### src/synth_defs.svh
`ifndef SYNTH_DEFS_SVH
`define SYNTH_DEFS_SVH

//////////////////////////////////////////////////
// strobe dividers
//////////////////////////////////////////////////

`define SAMPLE_DIV 4  // clocks per sample strobe
`define TICK_DIV   8  // clocks per envelope tick
`define NOTE_TICKS 2  // ticks per note strobe

//////////////////////////////////////////////////
// noise voice constants
//////////////////////////////////////////////////

// phase deltas indexed by note code, low to high pitch
`define NOISE_DELTA_0 32'h2000_0000
`define NOISE_DELTA_1 32'h4000_0000
`define NOISE_DELTA_2 32'h6000_0000
`define NOISE_DELTA_3 32'h8000_0000

`define LFSR_SEED 15'h7fff  // any nonzero value works

`endif

### src/seq_pkg.sv
`default_nettype none

package seq_pkg;

  // pattern position, 0 to 23
  typedef logic [4:0] step_idx_t;

  // selects one of the four noise pitches
  typedef logic [1:0] note_code_t;

  // note length in note strobes, stored minus one
  typedef logic [4:0] note_len_t;

  typedef logic [3:0] env_idx_t;  // envelope step, 0 to 9

endpackage

`default_nettype wire

### src/sound_pkg.sv
`default_nettype none

package sound_pkg;

  typedef logic [31:0] phase_delta_t;  // accumulator increment per sample

  typedef logic [8:0] env_level_t;  // unsigned amplitude

  typedef logic signed [9:0] sample_t;

  // output hold register state
  typedef enum logic {
    VOICE_EMPTY,
    VOICE_FULL
  } voice_state_e;

endpackage

`default_nettype wire

### src/tempo_strobes.sv
`timescale 1ns/100ps
`default_nettype none
`include "synth_defs.svh"

module tempo_strobes (
  input  logic i_clk,
  input  logic i_rst,
  output logic o_sample_stb,
  output logic o_tick_stb,
  output logic o_note_stb
);

  localparam int SAMPLE_W = $clog2(`SAMPLE_DIV);
  localparam int TICK_W   = $clog2(`TICK_DIV);
  localparam int NOTE_W   = $clog2(`NOTE_TICKS);

  localparam logic [SAMPLE_W-1:0] SAMPLE_LAST = SAMPLE_W'(`SAMPLE_DIV - 1);
  localparam logic [TICK_W-1:0]   TICK_LAST   = TICK_W'(`TICK_DIV - 1);
  localparam logic [NOTE_W-1:0]   NOTE_LAST   = NOTE_W'(`NOTE_TICKS - 1);

  logic [SAMPLE_W-1:0] r_sample_cnt;
  logic [TICK_W-1:0]   r_tick_cnt;
  logic [NOTE_W-1:0]   r_note_cnt;  // counts ticks, not clocks

  assign o_sample_stb = (r_sample_cnt == SAMPLE_LAST);
  assign o_tick_stb   = (r_tick_cnt == TICK_LAST);
  assign o_note_stb   = o_tick_stb && (r_note_cnt == NOTE_LAST);

  always_ff @(posedge i_clk) begin
    if (i_rst) begin
      r_sample_cnt <= '0;
      r_tick_cnt   <= '0;
      r_note_cnt   <= '0;
    end else begin
      r_sample_cnt <= o_sample_stb ? '0 : r_sample_cnt + 1'b1;
      r_tick_cnt   <= o_tick_stb ? '0 : r_tick_cnt + 1'b1;
      if (o_tick_stb) begin
        r_note_cnt <= o_note_stb ? '0 : r_note_cnt + 1'b1;
      end
    end
  end

  // envelope steps change only on sample boundaries
  a_tick_on_sample: assert property (@(posedge i_clk) disable iff (i_rst)
    o_tick_stb |-> o_sample_stb);

endmodule

`default_nettype wire

### src/noise_note_sequencer.sv
`timescale 1ns/100ps
`default_nettype none
`include "synth_defs.svh"

module noise_note_sequencer import seq_pkg::*, sound_pkg::*; (
  input  logic         i_clk,
  input  logic         i_rst,
  input  logic         i_tick_stb,
  input  logic         i_note_stb,
  output phase_delta_t o_phase_delta,
  output env_level_t   o_env_level
);

  step_idx_t  r_step;
  note_len_t  r_dur_cnt;
  note_code_t s_note;
  note_len_t  s_note_len;
  logic       s_new_note;
  env_idx_t   r_env_idx;

  //////////////////////////////////////////////////
  // pattern stepping
  //////////////////////////////////////////////////

  assign s_new_note = i_note_stb && (r_dur_cnt == s_note_len);

  always_ff @(posedge i_clk) begin
    if (i_rst) begin
      r_step    <= '0;
      r_dur_cnt <= '0;
    end else if (i_note_stb) begin
      if (s_new_note) begin
        r_dur_cnt <= '0;
        r_step    <= (r_step == 5'd23) ? '0 : r_step + 5'd1;
      end else begin
        r_dur_cnt <= r_dur_cnt + 5'd1;
      end
    end
  end

  // lengths stored minus one, so 29 holds a step for 30 note strobes
  always_comb begin
    s_note     = 2'd0;
    s_note_len = 5'd29;
    case (r_step) inside
      [5'd0:5'd3]: begin
        s_note     = 2'd0;
        s_note_len = 5'd29;
      end
      5'd4: begin
        s_note     = 2'd0;
        s_note_len = 5'd21;  // shorter kick before the fill
      end
      5'd5, 5'd7: begin
        s_note     = 2'd2;
        s_note_len = 5'd1;
      end
      5'd6, 5'd8: begin
        s_note     = 2'd1;
        s_note_len = 5'd1;
      end
      [5'd9:5'd23]: begin
        s_note_len = 5'd1;
        // 1, 3, 2, 3 repeating from step 9
        case (2'(r_step - 5'd9))
          2'd0:    s_note = 2'd1;
          2'd2:    s_note = 2'd2;
          default: s_note = 2'd3;
        endcase
      end
      default: ;
    endcase
  end

  always_comb begin
    case (s_note)
      2'd0:    o_phase_delta = `NOISE_DELTA_0;
      2'd1:    o_phase_delta = `NOISE_DELTA_1;
      2'd2:    o_phase_delta = `NOISE_DELTA_2;
      default: o_phase_delta = `NOISE_DELTA_3;
    endcase
  end

  //////////////////////////////////////////////////
  // decay envelope
  //////////////////////////////////////////////////

  always_ff @(posedge i_clk) begin
    if (i_rst) begin
      r_env_idx <= '0;
    end else if (s_new_note) begin
      r_env_idx <= '0;  // wins over the coincident tick
    end else if (i_tick_stb && (r_env_idx != 4'd9)) begin
      r_env_idx <= r_env_idx + 4'd1;
    end
  end

  always_comb begin
    case (r_env_idx)
      4'd0, 4'd1, 4'd2: o_env_level = 9'd20;
      4'd3, 4'd4, 4'd5: o_env_level = 9'd12;
      4'd6, 4'd7:       o_env_level = 9'd8;
      4'd8:             o_env_level = 9'd4;
      default:          o_env_level = 9'd0;
    endcase
  end

  a_step_range: assert property (@(posedge i_clk) disable iff (i_rst)
    r_step <= 5'd23);
  a_env_range: assert property (@(posedge i_clk) disable iff (i_rst)
    r_env_idx <= 4'd9);

endmodule

`default_nettype wire

### src/noise_voice.sv
`timescale 1ns/100ps
`default_nettype none
`include "synth_defs.svh"

module noise_voice import sound_pkg::*; (
  input  logic         i_clk,
  input  logic         i_rst,
  input  logic         i_sample_stb,
  input  phase_delta_t i_phase_delta,
  input  env_level_t   i_env_level,
  input  logic         i_sample_ready,
  output sample_t      o_sample,
  output logic         o_sample_valid
);

  phase_delta_t r_phase;
  logic [32:0]  s_phase_sum;  // top bit is the overflow
  logic [14:0]  r_lfsr;
  sample_t      s_level;
  sample_t      s_next_sample;
  voice_state_e r_state;
  logic         s_load;
  logic         s_xfer;

  //////////////////////////////////////////////////
  // phase accumulator and noise LFSR
  //////////////////////////////////////////////////

  assign s_phase_sum = {1'b0, r_phase} + {1'b0, i_phase_delta};

  // keeps running under back-pressure so pitch stays in real time
  always_ff @(posedge i_clk) begin
    if (i_rst) begin
      r_phase <= '0;
      r_lfsr  <= `LFSR_SEED;
    end else if (i_sample_stb) begin
      r_phase <= s_phase_sum[31:0];
      if (s_phase_sum[32]) begin
        r_lfsr <= {r_lfsr[13:0], r_lfsr[14] ^ r_lfsr[13]};  // x^15+x^14+1
      end
    end
  end

  // sign from the LFSR value before this strobe's shift
  assign s_level       = sample_t'({1'b0, i_env_level});
  assign s_next_sample = r_lfsr[0] ? s_level : -s_level;

  //////////////////////////////////////////////////
  // output hold register
  //////////////////////////////////////////////////

  assign o_sample_valid = (r_state == VOICE_FULL);
  assign s_xfer         = o_sample_valid && i_sample_ready;
  assign s_load         = i_sample_stb && (!o_sample_valid || i_sample_ready);

  always_ff @(posedge i_clk) begin
    if (i_rst) begin
      r_state <= VOICE_EMPTY;
    end else if (s_load) begin
      r_state <= VOICE_FULL;  // also covers load in the transfer cycle
    end else if (s_xfer) begin
      r_state <= VOICE_EMPTY;
    end
  end

  always_ff @(posedge i_clk) begin
    if (s_load) begin
      o_sample <= s_next_sample;
    end
  end

  a_hold_stable: assert property (@(posedge i_clk) disable iff (i_rst)
    o_sample_valid && !i_sample_ready |=> o_sample_valid && $stable(o_sample));
  a_lfsr_live: assert property (@(posedge i_clk) disable iff (i_rst)
    r_lfsr != '0);

endmodule

`default_nettype wire

### src/noise_channel_top.sv
`timescale 1ns/100ps
`default_nettype none

module noise_channel_top import sound_pkg::*; (
  input  logic         i_clk,
  input  logic         i_rst,
  input  logic         i_sample_ready,
  output sample_t      o_sample,
  output logic         o_sample_valid,
  output phase_delta_t o_phase_delta,
  output env_level_t   o_env_level
);

  logic         s_sample_stb;
  logic         s_tick_stb;
  logic         s_note_stb;
  phase_delta_t s_phase_delta;
  env_level_t   s_env_level;

  tempo_strobes u_strobes (
    .i_clk        (i_clk),
    .i_rst        (i_rst),
    .o_sample_stb (s_sample_stb),
    .o_tick_stb   (s_tick_stb),
    .o_note_stb   (s_note_stb)
  );

  noise_note_sequencer u_sequencer (
    .i_clk         (i_clk),
    .i_rst         (i_rst),
    .i_tick_stb    (s_tick_stb),
    .i_note_stb    (s_note_stb),
    .o_phase_delta (s_phase_delta),
    .o_env_level   (s_env_level)
  );

  noise_voice u_voice (
    .i_clk          (i_clk),
    .i_rst          (i_rst),
    .i_sample_stb   (s_sample_stb),
    .i_phase_delta  (s_phase_delta),
    .i_env_level    (s_env_level),
    .i_sample_ready (i_sample_ready),
    .o_sample       (o_sample),
    .o_sample_valid (o_sample_valid)
  );

  // front-panel display taps
  assign o_phase_delta = s_phase_delta;
  assign o_env_level   = s_env_level;

endmodule

`default_nettype wire

### config.mk
export PLATFORM = sky130hd
export DESIGN_NAME = noise_channel_top
export DESIGN_NICKNAME = d
export VERILOG_FILES = /design/src/seq_pkg.sv /design/src/sound_pkg.sv /design/src/tempo_strobes.sv /design/src/noise_note_sequencer.sv /design/src/noise_voice.sv /design/src/noise_channel_top.sv
export VERILOG_INCLUDE_DIRS = /design/src /design/src/src
export SDC_FILE = /design/constraint.sdc
export NUM_CORES = 1
export LEC_CHECK = 0
export ABC_AREA = 0
export ABC_CLOCK_PERIOD_IN_PS = 4600
export CORE_ASPECT_RATIO = 0.8
export CORE_MARGIN = 1.5
export CORE_UTILIZATION = 45
export CTS_CLUSTER_SIZE = 14
export DETAILED_ROUTE_END_ITERATION = 6
export DONT_BUFFER_PORTS = 1
export GPL_ROUTABILITY_DRIVEN = 0
export RECOVER_POWER = 100
export REMOVE_ABC_BUFFERS = 1
export SYNTH_ARGS = -nofsm -noshare
export SYNTH_HDL_FRONTEND = slang
export SYNTH_SLANG_ARGS = --single-unit
### constraint.sdc
create_clock -name i_clk -period 4.6 [get_ports i_clk]
set_input_delay 0.23 -clock i_clk [delete_from_list [all_inputs] [get_ports i_clk]]
set_output_delay 0.23 -clock i_clk [all_outputs]
set_load 0.1 [all_outputs]
-- Word-level counts from Yosys, hierarchy flattened
Memory sizes are Yosys's and may differ from the RTL's. A register that Yosys moved wholly into a read port is not among the register bits.
Index checks and enable logic that the tools add are counted.
- memories: 1
- bits in read-only memories: 48
- register bits after elaboration: 78
- bits of input ports: 3
- output and inout port bits: 52
- multiplexer cells: 20
- equality and inequality tests: 13
- bitwise gates (word level): 1
- reduce and logical (&&, ||, !) cells: 19
- $lt $le $gt $ge: 4
- $add $sub $neg: 9
- memory list (memory ; depth ; bits a word ; rd ports ; clocked after memory_dff ; wr ports ; line ; source):
    (no name shown) ; 16 ; 3 ; 1 ; 1 ; 0 ; noise_note_sequencer.sv:99 ; case (r_env_idx)
- operators by type and width (cell ; count):
    one-hot mux 32 bit (3 select lines) ; 1
    2-to-1 mux 5 bit ; 7
    adder 32 x 32 -> 33 bit ; 1
    equality test 5 x 3 -> 1 bit, second input constant ; 4
    adder 5 x 1 -> 5 bit, second input constant ; 2
    2-to-1 mux 2 bit ; 5
    negator 9 -> 10 bit ; 1
    OR reduction 2 bit ; 5
    2-to-1 mux 9 bit ; 1
    2-to-1 mux 4 bit ; 2
    logical AND 1 bit ; 7
    equality test 2 bit, second input constant ; 3
    equality test 5 x 4 -> 1 bit, second input constant ; 1
    equality test 5 bit ; 1
    equality test 5 bit, second input constant ; 1
    >= comparator 5 x 1 -> 1 bit, second input constant ; 1
    >= comparator 5 x 4 -> 1 bit, second input constant ; 1
    <= comparator 5 x 2 -> 1 bit, second input constant ; 1
    <= comparator 5 bit, second input constant ; 1
    adder 4 x 1 -> 4 bit, second input constant ; 1
    zero test 2 bit ; 2
    != test 4 bit, second input constant ; 1
    one-hot mux 2 bit (2 select lines) ; 1
    AND reduction 2 bit ; 2
    11 further kinds ; 13

-- Longest topological paths before layout
- word-level depth: 12
- depth in mapped cells: 14

-- Hierarchy
Synthesis repeated with hierarchy kept, for this count alone.
- cells, all modules: 648
- area, all modules: 5555.3 um2
- modules (own cells, without submodules) (module ; area each (um2) ; instances ; cells an instance ; sequential area each (um2)):
    noise_voice ; 3948.8 ; 1 ; 468 ; 1261.2
    noise_note_sequencer ; 1385.1 ; 1 ; 162 ; 340.3
    tempo_strobes ; 221.5 ; 1 ; 18 ; 120.1

-- Least setup slack after synthesis
OpenSTA, ideal clock, no wires.
- kind: register to register
- start point: register u_sequencer.r_step[1]
- end point: register u_voice.r_lfsr[0]
- buffers on the path: 1
- data arrival time: 3605 ps
- cell stages (with the launch flop): 15
- setup slack: 875 ps
- clock period less this slack: 3725 ps
- path through: dfxtp_1 inv_1 ha_1 o41ai_4 o21a_1 nor3_1 o21a_1 ha_1 ha_1 a21oi_1 nor2b_1 o21ai_1 clkbuf_1 nor2_1 a211o_1
- longest elaborated chain between the ends: 12
- RTL lines (item ; line ; source):
    from (decl) ; noise_note_sequencer.sv:14 ; step_idx_t r_step;
    from (signal assigned) ; noise_note_sequencer.sv:34 ; r_step <= (r_step == 5'd23) ? '0 : r_step + 5'd1;
    subtractor 2 x 1 -> 2 bit ; noise_note_sequencer.sv:65 ; case (2'(r_step - 5'd9))
    equality test 2 bit or zero test 2 bit (tied branches) ; noise_note_sequencer.sv:65 ;
    one-hot mux 2 bit (2 select lines) ; noise_note_sequencer.sv:65 ;
    2-to-1 mux 2 bit (4 in series) ; noise_note_sequencer.sv:45 ; case (r_step) inside
    2-to-1 mux 2 bit (*) ; noise_note_sequencer.sv:45 ;
    equality test 2 bit (tied with other cells) ; noise_note_sequencer.sv:76 ; case (s_note)
    one-hot mux 32 bit (3 select lines) (*) ; noise_note_sequencer.sv:76 ;
    via o_phase_delta[30] ; noise_channel_top.sv:10 ; output phase_delta_t o_phase_delta,
    adder 32 x 32 -> 33 bit (*) ; noise_voice.sv:29 ; assign s_phase_sum = {1'b0, r_phase} + {1'b0, i_phase_delta};
    AND reduction 2 bit (no line) (*) ; - ;
    to (signal assigned) ; noise_voice.sv:35 ; r_lfsr <= `LFSR_SEED;
    to (signal assigned) ; noise_voice.sv:39 ; r_lfsr <= {r_lfsr[13:0], r_lfsr[14] ^ r_lfsr[13]};
    to (decl) ; noise_voice.sv:18 ; logic [14:0] r_lfsr;
Mark *: on every way through the listed nets, which the timed path passes. The rest lies on a longest branch.
A chain may end at the register's enable or synchronous reset.

-- Worst setup path in the final report
- start point: register u_sequencer.r_step[1]
- end point: register u_voice.r_lfsr[3]
- longest elaborated chain between the ends: 12
- RTL lines (item ; line):
    subtractor 2 x 1 -> 2 bit ; noise_note_sequencer.sv:65
    equality test 2 bit or zero test 2 bit (tied branches) ; noise_note_sequencer.sv:65
    one-hot mux 2 bit (2 select lines) ; noise_note_sequencer.sv:65
    2-to-1 mux 2 bit (4 in series) ; noise_note_sequencer.sv:45
    2-to-1 mux 2 bit (*) ; noise_note_sequencer.sv:45
    equality test 2 bit (tied with other cells) ; noise_note_sequencer.sv:76
    one-hot mux 32 bit (3 select lines) (*) ; noise_note_sequencer.sv:76
    adder 32 x 32 -> 33 bit (*) ; noise_voice.sv:29
    AND reduction 2 bit (no line) (*) ; -
Mark *: on every way between the ends. The rest lies on a longest branch, timed or not.

==> results.txt <==
GRT overflow -> 0
final total negative setup slack -> 0 ns
final hold vios -> 0
DRC viols -> 0
CP endpoint kind -> flop
total number of vias -> 1763
R2R Path End -> u_voice.r_lfsr[3]
layout cells sized above 1 -> 8.97%
Iter 0 DRT Violations -> 44
die area -> 6660 um2
most frequent cells in the layout -> dfxtp_1, conb_1, nor2_1
crit-path cells -> inv_1, ha_1, o41ai_1, o21a_1, nor3_1, o21a_1, ha_1, buf_4, ha_1, a21oi_1, nor2b_1, o21ai_2, buf_4, nor2_1, a211o_1
RSZ-0062 raised after global routing -> no
Final Cycle Share -> 82.3%
Routed Antenna Nets -> 0
worst-margin pin slew -> 2.30 ns
maximum clock rate -> 264 MHz
Int Power -> 538 uW
initial antenna violation count -> 0
FILL cells -> 584
FF-to-FF setup slack -> 0.81 ns
Reg2Reg Depth -> 15
first-pass GRT wire length -> 7110 um
most common flop cell mapped by yosys -> dfxtp_1
number of top-level pins -> 55
Die Ht -> 73.3 um
Slew Viols, Final -> 1
GRT Total Usage -> 13.6%
biggest cell delay along the critical path -> 0.58 ns
row cnt -> 25
Hold Crit Endpoint -> u_voice.r_lfsr[6]
post-CTS setup repair buffer count -> 0
Worst EP arrival -> 3.98 ns
core region area -> 5940 um2
CTS tree -> done
crit path max fanout -> 30
area grow syn2layout -> -1.35%
CTS root buf -> clkbuf_8
Post-synth EDFFs -> 5
Hold Worst Slack -> 0.0204 ns
Worst R2R Start -> u_sequencer.r_step[1]
flops & latches, synth -> 47
ys async rst share -> 0%
wire length per cell -> 11.7 um
Reg clk slew, reported paths -> 0.08 ns
cts bufs inserted -> 5
post-synthesis cell count -> 294
initial core utilization -> 46.8%
failing checks -> max-capacitance violations, max-slew violations
largest net degree at the start of global routing -> 32
overall power -> 841 uW
Leakage -> 0.00122 uW
IO Port Bufs -> 0
relative slew slack -> -52.7%
vias in the first global route -> 1572
max-cap check violation count -> 1
worst hold-check path type -> in2reg
HPWL after DPL -> 2890 um
sw power -> 303 uW
H-tree depth -> 2
clock skew -> 0.0136 ns
post-layout net count -> 312
VDD IR max -> 132 uV
Hold Path Stages -> 1
Mean Syn Cell Area -> 9.46 um2
clock share of power -> 29.3%
hold path startpoint -> i_rst
Tmin final -> 3.79 ns
clock sinks -> 47
Slowest-stage cell, CP -> o41ai_1
die width -> 90.9 um
diode count -> 0
most common cell after layout, fill and taps aside -> dfxtp_1
detail-routed via count per cell -> 4.75
Top cell by count, worst path -> ha_1
maximum clock path buffer count -> 2
Cell Pwr Density -> 307 nW/um2
Seq pwr share -> 51.5%
register area share after synthesis -> 35.6%
Req. time, crit path -> 4.79 ns
final wirelength -> 4350 um
Unique masters post-synth -> 54
final setup violating endpoints -> 0
Clk Latency, worst-skew pair -> 0.30 ns
combinational share of power -> 19.2%
YS warnings -> 0
Setup crit start kind -> flop
switching share of total power -> 36.0%
Setup CP Type -> reg2reg
synthesized area -> 2780 um2
drt first pass iters -> 4
status -> complete, but fails checks
logic make-up after synthesis:
kind of cell,Yosys count,share of synthesized area [%]
AO/OA/AOI/OAI,46,15.6
XOR/XNOR,8,2.52
adder cells (fa/ha/maj),20,9.27
buffers and inverters,82,17.2
flip-flops,47,35.6
multiplexers,10,3.82
other,1,0.135
AND/OR/NAND/NOR,80,15.8
critical path, delay by kind of cell (launching register included):
kind                     cells  cell delay [ns]
AND/OR/NAND/NOR              3             0.20
flip-flops                   1             0.49
AO/OA/AOI/OAI                6             1.50
adder cells (fa/ha/maj)      3             0.78
buffers and inverters        3             0.72
cells in the mapped netlist, types with 3 or more instances:
| library cell | count | area, um2 |
|---|---|---|
| edfxtp_1 | 5 | 150 |
| nand4_1 | 3 | 18.8 |
| inv_1 | 27 | 101 |
| a211oi_1 | 4 | 30.0 |
| buf_4 | 41 | 308 |
| nand2b_1 | 7 | 43.8 |
| nor3b_1 | 4 | 30.0 |
| ha_1 | 19 | 238 |
| or3_1 | 5 | 31.3 |
| nor3_1 | 6 | 30.0 |
| xnor2_1 | 3 | 26.3 |
| nand2_1 | 9 | 33.8 |
| xor2_1 | 5 | 43.8 |
| clkbuf_1 | 9 | 33.8 |
| mux2_2 | 3 | 33.8 |
| mux2i_1 | 5 | 50.1 |
| a211o_1 | 15 | 131 |
| o21ai_1 | 4 | 20.0 |
| dfxtp_1 | 42 | 841 |
| a21oi_1 | 3 | 15.0 |
| nor3_2 | 7 | 70.1 |
| nor2_1 | 28 | 105 |
sequential cells by signal, indices dropped and copies added, names as in the netlist:
signal and cells:
u_sequencer.o_env_level 3, u_sequencer.r_dur_cnt 5, u_sequencer.r_env_idx 4, u_sequencer.r_step 5
u_strobes.r_note_cnt 1, u_strobes.r_sample_cnt 2, u_strobes.r_tick_cnt 3, u_voice.o_sample 5
u_voice.o_sample_valid 1, u_voice.r_lfsr 15, u_voice.r_phase 3
power by group through the flow:
stage	Clock, uW	Combinational (uW)	Sequential [uW]
after floorplan	0	145	451
after global placement	0	160	443
after detailed placement	0	160	443
after CTS	257	164	434
after global routing	268	168	434
final	246	162	433
repair_timing:
| action | in CTS | in global routing |
|---|---|---|
| endpoints found under the hold margin | 18 | 0 |
| gates resized for setup | 0 | 0 |
| hold buffers | 1 | 0 |
worst max path at each step:
stage / to / slack, ns / depth (start not counted) / startpoint
3_5_place_dp: u_voice.r_lfsr[11] / 1.06 / 15 / u_sequencer.r_step[1]
6_report: u_voice.r_lfsr[3] / 0.81 / 15 / u_sequencer.r_step[1]
4_1_cts: u_voice.r_lfsr[3] / 1.03 / 15 / u_sequencer.r_step[1]
5_1_grt: u_voice.r_lfsr[4] / 0.55 / 15 / u_sequencer.r_step[1]
3_3_place_gp: u_voice.r_lfsr[0] / 1.09 / 15 / u_sequencer.r_step[1]
2_1_floorplan: u_voice.r_lfsr[0] / 0.20 / 13 / u_sequencer.r_step[1]
layout make-up:
class | count | area (um2) | share of cell area [%]
multi-input cells | 201 | 1420 | 51.8
flip-flops and latches | 47 | 991 | 36.1
inverters | 27 | 101 | 3.69
well taps | 81 | 101 | 3.69
clock buffers | 6 | 72.6 | 2.64
repair buffers | 7 | 43.8 | 1.60
clock inverters | 2 | 13.8 | 0.502
metrics by stage:
step / util, % / worst slack [ns] / cell area, um2 / std cells
after global placement: 45.9 / 1.09 / 2730 / 362
after global routing: 46.2 / 0.551 / 2740 / 371
final: 46.2 / 0.815 / 2740 / 371
after detailed placement: 45.9 / 1.06 / 2730 / 362
after floorplan: - / 0.204 / 2540 / 275
after CTS: 47.5 / 1.03 / 2830 / 371
layer usage:
layer	track usage (%)	wire (um)
met2	21.1	1730
met1	17.9	2330
met5	0	0
met3	3.52	212
met4	6.25	77
Power figures use the tool's default switching activity.
